--- src/edge_job_defines.svh ---
`ifndef EDGE_JOB_DEFINES_SVH
`define EDGE_JOB_DEFINES_SVH

//////////////////////////////
// ids and counters
//////////////////////////////

// vertex and edge id width
`define EDGE_ID_BITS 32

// in-degree, first edge index and per-line edge counts
`define COUNT_BITS 16

// byte address on the memory side
`define ADDR_BITS 32

//////////////////////////////
// line geometry
//////////////////////////////

`define EDGE_BYTES 4
`define LINE_BYTES 128

// LINE_BYTES / EDGE_BYTES entries, indexed by SLOT_BITS
`define EDGES_PER_LINE 32
`define SLOT_BITS 5

// default edge job FIFO size as a power of two of at least one line
`define EDGE_FIFO_DEPTH 64

`endif
--- src/edge_job_pkg.sv ---
`include "edge_job_defines.svh"

package edge_job_pkg;

	//////////////////////////////
	// job side types
	//////////////////////////////

	// 64-bit vertex taken from the scheduler
	typedef struct packed {
		logic [`EDGE_ID_BITS-1:0] id;
		logic [`COUNT_BITS-1:0]   first_edge;
		logic [`COUNT_BITS-1:0]   degree;
	} vertex_job_t;

	// 80-bit edge handed to the engine
	typedef struct packed {
		logic [`COUNT_BITS-1:0]   seq;
		logic [`EDGE_ID_BITS-1:0] src;
		logic [`EDGE_ID_BITS-1:0] dest;
	} edge_job_t;

	typedef enum logic [2:0] {
		seq_idle,
		seq_plan,
		seq_issue,
		seq_wait_data,
		seq_unpack
	} seq_state_e;

endpackage

--- src/edge_mem_pkg.sv ---
`include "edge_job_defines.svh"

package edge_mem_pkg;

	//////////////////////////////
	// memory side types
	//////////////////////////////

	localparam int LINE_BITS = `LINE_BYTES * 8;

	// edge count carried by one read command
	typedef logic [`COUNT_BITS-1:0] read_len_t;

	// one cacheline as delivered by the read port or as edge slots
	// slot 0 sits in the lowest EDGE_ID_BITS of the raw word
	typedef union packed {
		logic [LINE_BITS-1:0]                          raw;
		logic [`EDGES_PER_LINE-1:0][`EDGE_ID_BITS-1:0] slot;
	} mem_line_u;

endpackage

--- src/edge_read_sequencer.sv ---
`include "edge_job_defines.svh"

module edge_read_sequencer
	import edge_job_pkg::*, edge_mem_pkg::*;
(
	input  logic                     clock,
	input  logic                     rstn,
	input  logic                     vertex_valid,
	input  vertex_job_t              vertex_job,
	input  logic [`ADDR_BITS-1:0]    edge_base,
	input  logic                     read_data_valid,
	input  logic                     unpack_busy,
	input  logic                     line_room,
	output logic                     vertex_ready,
	output logic                     read_valid,
	output logic [`ADDR_BITS-1:0]    read_addr,
	output read_len_t                read_len,
	output logic                     line_start,
	output logic                     new_vertex,
	output logic [`SLOT_BITS-1:0]    first_slot,
	output read_len_t                slot_count,
	output logic [`EDGE_ID_BITS-1:0] src_id
);

	seq_state_e state;
	seq_state_e next_state;

	// running position in the inverse edge array
	logic [`COUNT_BITS-1:0] edge_index;
	logic [`COUNT_BITS-1:0] remaining;
	logic                   first_line;

	logic [`EDGE_ID_BITS-1:0] src_q;
	logic [`SLOT_BITS-1:0]    slot_q;

	logic [`ADDR_BITS-1:0] byte_offset;
	logic [`ADDR_BITS-1:0] line_offset;
	logic [`ADDR_BITS-1:0] line_base;
	logic [`SLOT_BITS-1:0] plan_slot;
	read_len_t             line_limit;
	read_len_t             plan_len;

	//////////////////////////////
	// read geometry
	//////////////////////////////

	always_comb begin
		byte_offset = `ADDR_BITS'(edge_index) * `EDGE_BYTES;
		line_offset = byte_offset % `LINE_BYTES;
		line_base   = byte_offset - line_offset;
		plan_slot   = `SLOT_BITS'(line_offset / `EDGE_BYTES);
		// a misaligned start stops at the line boundary
		line_limit  = read_len_t'(`EDGES_PER_LINE) - read_len_t'(plan_slot);
		plan_len    = (remaining < line_limit) ? remaining : line_limit;
	end

	//////////////////////////////
	// state machine
	//////////////////////////////

	assign vertex_ready = (state == seq_idle);
	// one read in flight and only when a whole line fits downstream
	assign read_valid   = (state == seq_issue) && line_room;
	assign line_start   = (state == seq_wait_data) && read_data_valid;

	always_comb begin
		next_state = state;
		case (state)
			seq_idle: begin
				if (vertex_valid) begin
					next_state = seq_plan;
				end
			end
			seq_plan: begin
				// degree 0 ends here
				if (remaining == '0) begin
					next_state = seq_idle;
				end else begin
					next_state = seq_issue;
				end
			end
			seq_issue: begin
				if (read_valid) begin
					next_state = seq_wait_data;
				end
			end
			seq_wait_data: begin
				if (read_data_valid) begin
					next_state = seq_unpack;
				end
			end
			seq_unpack: begin
				if (!unpack_busy) begin
					next_state = (remaining == '0) ? seq_idle : seq_plan;
				end
			end
			default: begin
				next_state = seq_idle;
			end
		endcase
	end

	always_ff @(posedge clock or negedge rstn) begin
		if (!rstn) begin
			state      <= seq_idle;
			edge_index <= '0;
			remaining  <= '0;
			first_line <= 1'b0;
		end else begin
			state <= next_state;
			if (vertex_valid && vertex_ready) begin
				edge_index <= vertex_job.first_edge;
				remaining  <= vertex_job.degree;
				first_line <= 1'b1;
			end
			// next read picks up at the following line boundary
			if (read_valid) begin
				edge_index <= edge_index + read_len;
				remaining  <= remaining - read_len;
			end
			if (line_start) begin
				first_line <= 1'b0;
			end
		end
	end

	always_ff @(posedge clock) begin
		if (vertex_valid && vertex_ready) begin
			src_q <= vertex_job.id;
		end
		if (state == seq_plan) begin
			read_addr <= edge_base + line_base;
			read_len  <= plan_len;
			slot_q    <= plan_slot;
		end
	end

	// slot window for the unpacker held until the data pulse
	assign first_slot = slot_q;
	assign slot_count = read_len;
	assign src_id     = src_q;
	assign new_vertex = first_line;

endmodule

--- config.mk ---
export PLATFORM = sky130hd
export DESIGN_NAME = edge_read_sequencer
export DESIGN_NICKNAME = d
export VERILOG_FILES = /design/src/edge_job_pkg.sv /design/src/edge_mem_pkg.sv /design/src/edge_read_sequencer.sv
export VERILOG_INCLUDE_DIRS = /design/src /design/src/src
export SDC_FILE = /design/constraint.sdc
export NUM_CORES = 1
export LEC_CHECK = 0
export BUFFER_PORTS_ARGS = -buffer_cell sky130_fd_sc_hd__buf_4
export CAP_MARGIN = 20
export CORE_UTILIZATION = 40
export DETAILED_ROUTE_END_ITERATION = 7
export PLACE_DENSITY = 0.68
export RECOVER_POWER = 25
export SYNTH_ARGS = -nofsm -noshare
export SYNTH_HDL_FRONTEND = slang
export SYNTH_SLANG_ARGS = --single-unit
export TNS_END_PERCENT = 10
--- constraint.sdc ---
create_clock -name clock -period 6.69 [get_ports clock]
set_input_delay 0.3345 -clock clock [delete_from_list [all_inputs] [get_ports clock]]
set_output_delay 0.3345 -clock clock [all_outputs]
set_load 0.03 [all_outputs]
== Word-level counts from Yosys, hierarchy flattened ==
Cells that the tools add are included.

* Add/subtract/negate cells: 5
* Multiply operators: 0
* Div/mod/pow operators: 0
* Order comparisons: 1
* Equality and inequality tests: 8
* Shift-type cells: 0
* Muxes and demuxes: 14
* Bitwise operators: 0
* Reduce and logical (&&, ||, !) cells: 8

{| class="wikitable"
|+ Operators by type and width
! kind !! number
|-
| 16-bit two-way mux || 5
|-
| 32-bit adder || 1
|-
| 18-bit by 7-bit subtractor with 19-bit output || 1
|-
| 16-bit adder || 1
|-
| 16-bit zero test || 1
|-
| 16-bit less-than comparator || 1
|-
| 16-bit subtractor || 1
|-
| 3-bit one-hot mux with 5 select lines || 1
|-
| 3-bit two-way mux || 4
|-
| 2-bit inequality test, second input constant || 4
|-
| 6-bit by 5-bit subtractor with 7-bit output, first input constant || 1
|-
| 3-bit by 2-bit == test with 1-bit output, second input constant || 2
|-
| 4-bit AND reduction || 1
|-
| 2-bit nonzero test || 2
|-
| 3-bit by 1-bit == test with 1-bit output, second input constant || 1
|-
| 3-bit == test, second input constant || 1
|-
| 1-bit logical AND || 3
|-
| 3-bit zero test || 1
|-
| 1-bit two-way mux || 3
|-
| 2-bit two-way mux || 1
|}

* Register bits: 121
* Bits in latches: 0
* Memory bits (writable): 0
* Memory bits (read-only): 0
* Input bits: 102
* Output and inout bits: 105
* Logic and storage cells: 44
* Memories kept: 0

== Logic depth before layout (Yosys ltp) ==
Gate-level depths: netlist of the first run.

* Word-level depth: 4
* Mapped depth: 12
* Mapped depth without buffers: 11

== Worst setup path after synthesis of the first run ==
No wires, ideal clock.

* Kind: register to register
* Start: register state[0]
* End: register slot_q[0] (netlist: first_slot[0]), enable pin
* Library setup time: 0.529 ns
* Arrival: 4.317 ns
* Required time: 6.161 ns
* Slack: 1.844 ns
* Cell stages (with the launch flop): 4
* Buffers on the path: 1
* Period minus slack after synthesis: 4.846 ns
* Cell sequence: dfrtp_1 > clkbuf_1 > inv_1 > nor3_1

* Longest elaborated chain between the ends: 1

{| class="wikitable"
|+ Ends and longest elaborated chain
! what !! line !! source
|-
| from (decl) || edge_read_sequencer.sv:25 || <nowiki>seq_state_e state;</nowiki>
|-
| from (signal assigned) || edge_read_sequencer.sv:105 || <nowiki>state <= seq_idle;</nowiki>
|-
| from (signal assigned) || edge_read_sequencer.sv:110 || <nowiki>state <= next_state;</nowiki>
|-
| 3-bit by 1-bit == test with 1-bit output || edge_read_sequencer.sv:131 || <nowiki>if (state == seq_plan) begin</nowiki>
|-
| to (signal assigned) || edge_read_sequencer.sv:134 || <nowiki>slot_q <= plan_slot;</nowiki>
|-
| to (decl) || edge_read_sequencer.sv:34 || <nowiki>logic [`SLOT_BITS-1:0] slot_q;</nowiki>
|}

No other way between the ends.
A chain may end at the register's enable or synchronous reset.

== Worst setup path in the final report of the first run ==
* Start: register state[2]
* End: output port read_valid

* Longest elaborated chain between the ends: 2

{| class="wikitable"
|+ Ends and longest elaborated chain
! what !! line !! source
|-
| 3-bit by 2-bit == test with 1-bit output || edge_read_sequencer.sv:63 || <nowiki>assign read_valid = (state == seq_issue) && line_room;</nowiki>
|-
| 1-bit logical AND || edge_read_sequencer.sv:63 ||
|-
| to (decl) || edge_read_sequencer.sv:15 || <nowiki>output logic read_valid,</nowiki>
|}

No other way between the ends.

==> results.py, run 1 <==
metrics = {
    "synthesis": {
        "yosysMostFrequentCell": "edfxtp_1",
        "synthTopCellsByArea": "edfxtp_1 35%, dfrtp_1 12%, ha_1 10%, mux2i_1 3.4%, a21oi_1 3.2%",
        "synth_top_area_share_pct": 35.1,
        "synth_edf_count": 85,
        "synth_common_cells": "85 x edfxtp_1, 61 x ha_1, 48 x nand2_1",
        "syn_area_sq_um": 7270,
        "async_flop_share_pct": 29.8,
        "synthCells": 682,
        "ys_seq_area_share_pct": 47.5,
        "ys_seq_elements": 121,
        "synth_top_area_cell": "edfxtp_1",
        "synthDistinctLibCells": 63,
        "syn_area_per_cell_sq_um": 10.7,
        "ys.flop_type": "edfxtp_1",
        "yosys_warnings": 0,
    },
    "sta": {
        "relSlewSlack_pct": -45.2,
        "tightest_slew_ps": 2180,
        "finalSetupViolations": 0,
        "setup-tns-final_ps": 0,
        "rsz0062_at_grt": "false",
        "min_period_ps": 3090,
        "post-route-period-util_pct": 46.2,
        "finalClockSkew_ps": 11.9,
        "max_freq_mhz": 323,
        "drv_slew": 37,
        "hold_viol_final": 0,
        "setup_ws_ps": 3600,
        "holdWs_ps": 116,
    },
    "min_path": {
        "hp-class": "input pin to flip-flop",
        "min_from": "edge_base[2]",
    },
    "setup_path": {
        "path_common_cell": "buf_4",
        "required_ps": 6360,
        "cp_slowest_cell": "clkinv_1",
        "cp-start-kind": "flip-flop",
        "worstSetupEndpointType": "primary output",
        "cp_max_fo": 42,
        "cpPeakStageDelay_ps": 640,
        "crit_chain": "nor2_1 > nand3_1 > clkinv_1 > buf_4 > buf_4",
        "critical_path_class": "flip-flop to primary output",
        "r2r_start": "edge_index[5]$_DFFE_PN0P_",
        "critPathArrivalTime_ps": 2760,
        "startpoint": "state[2]$_DFFE_PN0P_",
    },
    "detailed_routing": {
        "vias": 5712,
        "routed_wl_mm": 17.9,
        "ant_nets": 0,
        "drc": 0,
        "viasPerCell": 5.08,
        "first_pass_iters": 5,
        "route.detailed.wl_per_inst_um": 15.9,
        "dr.first_iter.drc_count": 316,
    },
    "clock_tree": {
        "htreeDepth": 4,
        "post-cts-setup-buffers": 0,
        "cts_sinks": 121,
        "cts_max_path_buffers": 2,
        "clk_pin_slew_worst_paths_ps": 60,
        "root_buffer": "clkbuf_16",
        "cts_tree": "built",
        "clock_latency_ps": 420,
        "ctsHoldBuffers": 1,
        "cts_resized": 0,
        "cts_buffers": 17,
    },
    "power": {
        "seqPwrFrac_pct": 28.7,
        "power_switching_uw": 2080,
        "switching_share_pct": 43.3,
        "internal-power_uw": 2730,
        "combPwrFrac_pct": 53.1,
        "clkPwrFrac_pct": 18.2,
        "ir_drop_mv": 0.230,
        "powerDensity_nw_per_um2": 505,
        "p_leak_uw": 0.00424,
    },
    "layout": {
        "nFillCells": 1572,
        "syn_to_final_growth_pct": 31.1,
        "drive_gt1_share_pct": 27.6,
        "layout.nets": 1053,
        "num_antenna_cells": 0,
        "regArea_sq_um": 3450,
        "final_cells": 1125,
        "multi_input_area_sq_um": 3500,
    },
    "global_route": {
        "grt_pass1_wl_mm": 27.9,
        "antenna_found_initial": 0,
        "grt_overflow_total": 0,
        "grt_pass1_vias": 5456,
        "grt_usage_pct": 19.5,
        "grt_max_degree": 73,
    },
    "floorplanning": {
        "core-area_sq_um": 17500,
        "initial_core_util_pct": 41.5,
        "die_w_um": 137,
        "io_pins": 207,
        "rows": 48,
        "die_y_um": 137,
        "die_area_sq_um": 18700,
    },
    "placement": {
        "dp_cells": 1092,
        "gp_congestion": 0.882,
        "dp.final_hpwl_mm": 13.3,
        "portBuffers": 206,
        "dp_slack_ps": 3910,
    },
    "status": {
        "outcome": "finished, violations left",
        "violations": "max-capacitance violations, max-slew violations",
    },
    "run": {
        "maxCapViolations": 1,
    },
}
[layout make-up]
| class | instances | area share [%] |
|---|---|---|
| Multi-Input combinational cell | 494 | 36.8 |
| Tap cell | 225 | 2.95 |
| Clock inverter | 14 | 1.39 |
| Inverter | 43 | 1.69 |
| Sequential cell | 121 | 36.2 |
| Timing Repair Buffer | 210 | 16.5 |
| Clock buffer | 18 | 4.50 |
[placed cells by master, fill, tap and decap left out, drive strengths merged, types with 4 or more instances in the layout]
master / instances
clkbuf: 60
mux2i: 25
a211oi: 6
nor2b: 14
a21boi: 4
a221oi: 6
o31ai: 4
clkinv: 8
clkinvlp: 5
o21ai: 45
or4: 4
nor2: 41
a31oi: 7
ha: 61
mux2: 4
conb: 23
nor4: 6
inv: 42
xor2: 22
nand3: 11
edfxtp: 85
nand4: 5
xnor2: 25
and3: 7
nor3: 7
a21o: 22
buf: 167
a21oi: 48
dfrtp: 36
nand2: 48
[power by group through the flow]
| stage | combinational [uW] | clock, uW | sequential [uW] |
|---|---|---|---|
| final | 2550 | 876 | 1380 |
| after global routing | 2820 | 926 | 1420 |
| after CTS | 2560 | 892 | 1380 |
| after detailed placement | 2540 | 0 | 1390 |
| after global placement | 2520 | 0 | 1380 |
| after floorplan | 1650 | 0 | 1620 |
[through the flow]
step | total power (uW) | utilization, % | instance area, sq um
5_1_grt | 5160 | 54.3 | 9530
3_3_place_gp | 3900 | 51.1 | 8970
6_report | 4810 | 54.3 | 9530
3_5_place_dp | 3930 | 51.1 | 8970
4_1_cts | 4840 | 54.4 | 9540
2_1_floorplan | 3270 | - | 7350
[critical path: cells and delay by family, from the launching register on]
family                 cells  cell delay [ps]
buffers and inverters      3             1340
flip-flops                 1              490
AND/OR/NAND/NOR            2              510
[logic make-up after synthesis]
group	synth area share, %
compound gates	15.6
xor+xnor	5.66
fa+ha+maj	11.3
buf+inv	5.51
flops	47.5
mux	4.06
other cells	0.0516
simple gates	10.2
[layer usage]
layer	part of all wire, %	track usage [%]	up-vias
met5	0	0	-
met4	0.94	5.37	0
met3	7.6	5.89	12
met2	47	31.3	167
met1	44	25.5	2663
li1	-	-	2870
[path summary, 6_finish.rpt]
kind | to | slack [ps] | cells after the start
setup / recovery | read_valid | 3600 | 5
hold / removal | read_addr[2]$_DFFE_PN_ | 120 | 1
setup reg to reg | read_addr[25]$_DFFE_PN_ | 3950 | 11
hold reg to reg | new_vertex$_DFFE_PN0P_ | 500 | 2
max in group asynchronous | new_vertex$_DFFE_PN0P_ | 4340 | 2
min in group asynchronous | edge_index[7]$_DFFE_PN0P_ | 1100 | 2
[state kept, by name, summed over array words and instances, names as in the netlist]
name        count
read_addr      32
src_id         32
edge_index     16
read_len       16
remaining      16
first_slot      5
state           3
new_vertex      1
(Power assumes the default switching activity.)
==> inputs of run 2 (changes only) <==
- PLACE_DENSITY: 0.68 -> 0.71
- clock period: 6.69 -> 2.7 ns (I/O delays scaled with it)
==> run 2 against run 1 <==
  * The flow still finishes with violations (max-capacitance violations, max-slew violations)
  * Worst hold slack worse by 100 ps
  * Clock skew shrank 3.9 ps
  * Setup slack lost 3400 ps
  * Register-to-register slack lost 3800 ps
  * Cell count rose by 5.4%
  * Die area is the same
  * Final area is 7.1% higher
  * Clock power rose to 2.7 times the previous value
  * Sequential power grew 150%
  * Critical path depth rose by 5
  * Routed wire length increased by 4.4%
  * Total power grew to 2.6 times the previous value
  * Largest cell class unchanged
==> results.py, run 2 (synthesis gave the netlist of run 1 again) <==
metrics = {
    "min_path": {
        "hp-class": "input pin to flip-flop",
    },
    "detailed_routing": {
        "routed_wl_mm": 18.7,
        "dr.first_iter.drc_count": 260,
        "ant_nets": 0,
        "dr_wl_met3_mm": 1.42,
        "viasPerCell": 5.16,
        "met1_length_mm": 7.91,
        "routed-wl-met2_mm": 9.14,
        "highest_layer": "met4",
        "first_pass_iters": 6,
        "vias": 6115,
        "route.detailed.wl_per_inst_um": 15.8,
        "drc": 0,
    },
    "sta": {
        "max_freq_mhz": 392,
        "relSlewSlack_pct": -48.5,
        "post-route-period-util_pct": 94.4,
        "finalClockSkew_ps": 8.04,
        "hold_viol_final": 0,
        "finalSetupViolations": 0,
        "min_period_ps": 2550,
        "tightest_slew_ps": 2230,
        "drv_slew": 37,
    },
    "setup_path": {
        "cp-start-kind": "flip-flop",
        "critical_path_class": "flip-flop to flip-flop",
        "cp_max_fo": 4,
        "critPathArrivalTime_ps": 2880,
        "worstSetupEndpointType": "flip-flop",
        "required_ps": 3030,
    },
    "global_route": {
        "grt_usage_pct": 20.2,
        "grt_max_degree": 43,
        "grt_overflow_total": 0,
        "antenna_found_initial": 0,
        "grt_pass1_wl_mm": 28.9,
        "grt_pass1_vias": 5923,
    },
    "floorplanning": {
        "die_w_um": 137,
        "rows": 48,
        "io_pins": 207,
        "die_y_um": 137,
        "initial_core_util_pct": 41.5,
        "core-area_sq_um": 17500,
        "die_area_sq_um": 18700,
    },
    "clock_tree": {
        "cts_tree": "built",
        "clk_pin_slew_worst_paths_ps": 60,
        "root_buffer": "clkbuf_16",
        "cts_max_path_buffers": 2,
        "htreeDepth": 4,
        "clock_latency_ps": 420,
        "cts_sinks": 121,
        "cts_buffers": 17,
    },
    "placement": {
        "portBuffers": 206,
        "place_area_sq_um": 9100,
        "dp.final_hpwl_mm": 13.6,
        "gp_congestion": 0.865,
    },
    "layout": {
        "final_common_cell": "buf_4",
        "utilization_pct": 58.2,
        "num_antenna_cells": 0,
        "layout.nets": 1114,
        "drive_gt1_share_pct": 27.7,
        "mostFrequentLayoutCells": "181 x buf_4, 85 x edfxtp_1, 61 x ha_1",
        "nFillCells": 1507,
        "final_cell_area_sq_um": 10200,
        "syn_to_final_growth_pct": 40.3,
    },
    "run": {
        "maxCapViolations": 1,
    },
    "power": {
        "powerDensity_nw_per_um2": 1210,
        "p_leak_uw": 0.00455,
        "ir_drop_mv": 0.731,
    },
    "status": {
        "outcome": "finished, violations left",
        "violations": "max-capacitance violations, max-slew violations",
    },
}
==> run 2: power by group <==
part / leakage (uW) / internal, uW / switching [uW]
Sequential: 0.00122 / 2880 / 520
Clock: 0.000298 / 1530 / 869
Combinational: 0.00303 / 2700 / 3880
Total: 0.00455 / 7100 / 5260
==> run 2: metal layers <==
| layer | up-vias | GRT usage, % |
|---|---|---|
| li1 | 2995 | - |
| met1 | 2899 | 24.3 |
| met2 | 199 | 34.7 |
| met3 | 22 | 6.56 |
| met4 | 0 | 5.13 |
| met5 | - | 0 |
==> run 2: repair_timing <==
action / in CTS / in global routing
endpoints found under the hold margin: 82 / 0
resized for setup: 0 / 1
hold buffers: 47 / 0
endpoints found under the setup margin: 0 / 6
setup buffers: 0 / 1
==> run 2: critical path, cell delays in order (launching register included) <==
cell,delay (ps)
edfxtp_1,440
ha_1,280
fa_1,410
inv_1,70
a21oi_1,80
o21ai_0,170
a21o_1,170
a21o_1,180
a21oi_1,110
o311a_1,350
a211oi_1,200
==> run 2: worst paths after layout <==
check / from / to / slack [ps] / cells past startpoint
worst max-delay path: read_len[0]$_DFFE_PN_ / remaining[14]$_DFFE_PN0P_ / 150 / 10
worst min-delay path: vertex_job[22] / edge_index[6]$_DFFE_PN0P_ / 10 / 3
worst max register to register: read_len[0]$_DFFE_PN_ / remaining[14]$_DFFE_PN0P_ / 150 / 10
worst min register to register: new_vertex$_DFFE_PN0P_ / new_vertex$_DFFE_PN0P_ / 510 / 2
max in group asynchronous: rstn / new_vertex$_DFFE_PN0P_ / 500 / 2
min in group asynchronous: rstn / edge_index[6]$_DFFE_PN0P_ / 930 / 2
==> run 2: final cells by class <==
type | count | area (sq um) | area share (%)
Timing Repair Buffer | 271 | 2150 | 21.1
Inverter | 43 | 161 | 1.58
Sequential cell | 121 | 3450 | 33.8
Tap cell | 225 | 282 | 2.76
Clock buffer | 21 | 504 | 4.94
Multi-Input combinational cell | 494 | 3510 | 34.4
Clock inverter | 11 | 134 | 1.31
==> run 2: per-stage QoR <==
stage | total power, uW | hold WS, ps | setup TNS (ps) | instances | setup slack [ps]
floorplan | 8100 | -161 | 0 | 704 | 46.9
detailed placement | 9880 | 154 | 0 | 1106 | 84.6
global placement | 9820 | 152 | 0 | 1106 | 124
CTS | 12400 | 0.871 | 0 | 1185 | 60.0
global route | 13300 | 8.26 | -12.9 | 1186 | -12.9
finish | 12400 | 11.0 | 0 | 1186 | 152
==> inputs of run 3 (changes only) <==
- BUFFER_PORTS_ARGS: -buffer_cell sky130_fd_sc_hd__buf_4 -> -buffer_cell sky130_fd_sc_hd__clkbuf_2
==> run 3 against run 2 <==
  * The flow now finishes without violations
  * Worst hold slack improved by 3.4 ps
  * Routed wire length fell by 1.1%
  * Total power fell by 2.2%
  * Critical path depth rose by 1
  * Register-to-register slack barely moved
  * Clock-buffer cell count fell by 1
  * Die area did not move
  * Via count fell by 1.7%
  * Cell count fell by 0.51%
  * Critical path type unchanged
  * Largest cell class unchanged
  * Highest routed layer unchanged
==> results.py, run 3 (synthesis gave the netlist of run 1 again) <==
metrics = {
    "global_route": {
        "grt_max_degree": 54,
        "grt_usage_pct": 20.4,
        "antenna_found_initial": 0,
        "grt_pass1_vias": 5765,
        "grt_overflow_total": 0,
        "grt_pass1_wl_mm": 28.8,
    },
    "run": {
        "maxCapViolations": 0,
    },
    "detailed_routing": {
        "first_pass_iters": 5,
        "route.detailed.wl_per_inst_um": 15.7,
        "viasPerCell": 5.10,
        "vias": 6013,
        "routed_wl_mm": 18.5,
        "drc": 0,
        "dr.first_iter.drc_count": 276,
        "ant_nets": 0,
    },
    "floorplanning": {
        "core-area_sq_um": 17500,
        "initial_core_util_pct": 41.5,
        "die_area_sq_um": 18700,
        "die_w_um": 137,
        "rows": 48,
        "die_y_um": 137,
        "io_pins": 207,
    },
    "power": {
        "powerDensity_nw_per_um2": 1260,
        "p_leak_uw": 0.00439,
        "power.total_uw": 12100,
        "ir_drop_mv": 0.755,
    },
    "clock_tree": {
        "clk_pin_slew_worst_paths_ps": 50,
        "clock_latency_ps": 420,
        "root_buffer": "clkbuf_16",
        "htreeDepth": 4,
        "cts_buffers": 17,
        "cts_tree": "built",
        "cts_max_path_buffers": 2,
        "cts_sinks": 121,
    },
    "status": {
        "outcome": "finished clean",
    },
    "sta": {
        "max_freq_mhz": 391,
        "post-route-period-util_pct": 94.8,
        "hold_viol_final": 0,
        "relSlewSlack_pct": 8.86,
        "setup-tns-final_ps": 0,
        "min_period_ps": 2560,
        "rsz0062_at_grt": "true",
        "finalClockSkew_ps": 11.0,
        "tightest_slew_ps": 1370,
        "holdWs_ps": 14.4,
        "drv_slew": 0,
        "finalSetupViolations": 0,
    },
    "layout": {
        "drive_gt1_share_pct": 27.4,
        "final_common_cell": "clkbuf_2",
        "final_cells": 1180,
        "nFillCells": 1568,
        "layout.nets": 1108,
        "mostFrequentLayoutCells": "202 x clkbuf_2, 85 x edfxtp_1, 60 x ha_1",
        "final_cell_area_sq_um": 9630,
        "syn_to_final_growth_pct": 32.5,
    },
    "setup_path": {
        "critPathArrivalTime_ps": 2720,
        "startpoint": "edge_index[5]$_DFFE_PN0P_",
        "r2r_start": "edge_index[5]$_DFFE_PN0P_",
        "critical_path_class": "flip-flop to flip-flop",
        "cp-start-kind": "flip-flop",
        "cp_max_fo": 4,
        "worstSetupEndpointType": "flip-flop",
        "required_ps": 2860,
    },
    "placement": {
        "dp_cells": 1101,
        "place_area_sq_um": 8540,
        "dp.final_hpwl_mm": 13.4,
        "portBuffers": 206,
        "gp_congestion": 0.872,
    },
    "min_path": {
        "min_from": "vertex_job[18]",
        "hp-class": "input pin to flip-flop",
    },
}
## run 3: changes by cell type in the layout (fill, tap and decap cells not counted), moves of 4 or more
cell / delta
clkinv_4: -4
clkinv_2: +4
clkbuf_1: +4
buf_4: -168
clkbuf_4: -39
clkbuf_2: +202
## run 3: area by class of cell
class	count	area, sq um	area share, %
diodes	1	2.50	0.0260
inverters	43	165	1.71
flip-flops and latches	121	3450	35.8
well taps	225	282	2.92
repair buffers	265	1590	16.5
clock buffers	20	437	4.53
multi-input cells	494	3530	36.6
clock inverters	11	178	1.84
## run 3: metal layers
layer	share of wire [%]	track usage, %	vias to the layer above
met5	0	0	-
met4	0.84	5.86	0
met3	6.6	6.26	13
met2	49	34.4	183
met1	43	24.9	2835
li1	-	-	2982
## run 3: through the flow
step / util (%) / worst slack (ps)
after floorplan: - / 46.9
after global placement: 48.7 / 122
after detailed placement: 48.7 / 34.9
after CTS: 54.7 / 19.1
after global routing: 54.9 / -99.7
final: 54.9 / 140
## run 3: where the power goes
part / total (uW) / switching [uW] / internal (uW)
registers: 3410 / 534 / 2880
clock network: 2420 / 798 / 1620
logic: 6270 / 3870 / 2400
## run 3: final timing paths
| path | to | slack [ps] | depth (start not counted) |
|---|---|---|---|
| max | read_addr[29]$_DFFE_PN_ | 140 | 11 |
| min | edge_index[2]$_DFFE_PN0P_ | 10 | 3 |
| max reg2reg | read_addr[29]$_DFFE_PN_ | 140 | 11 |
| min reg2reg | new_vertex$_DFFE_PN0P_ | 500 | 2 |
| max in group asynchronous | remaining[13]$_DFFE_PN0P_ | 600 | 3 |
| min in group asynchronous | edge_index[6]$_DFFE_PN0P_ | 350 | 2 |
## run 3: timing repair
action | in CTS | in global routing
resized for setup | 0 | 8
endpoints found under the hold margin | 79 | 0
setup buffers | 0 | 2
hold buffers | 44 | 0
endpoints found under the setup margin | 0 | 14
## run 3: worst max-delay path: stages (launching register included)
cell	delay, ps
dfrtp_1	350
ha_1	190
inv_1	60
fa_1	400
nor2b_1	130
o21ai_0	120
o21ai_1	200
a31oi_1	160
o21ai_2	230
a41oi_1	190
o21ai_1	180
xor2_1	80
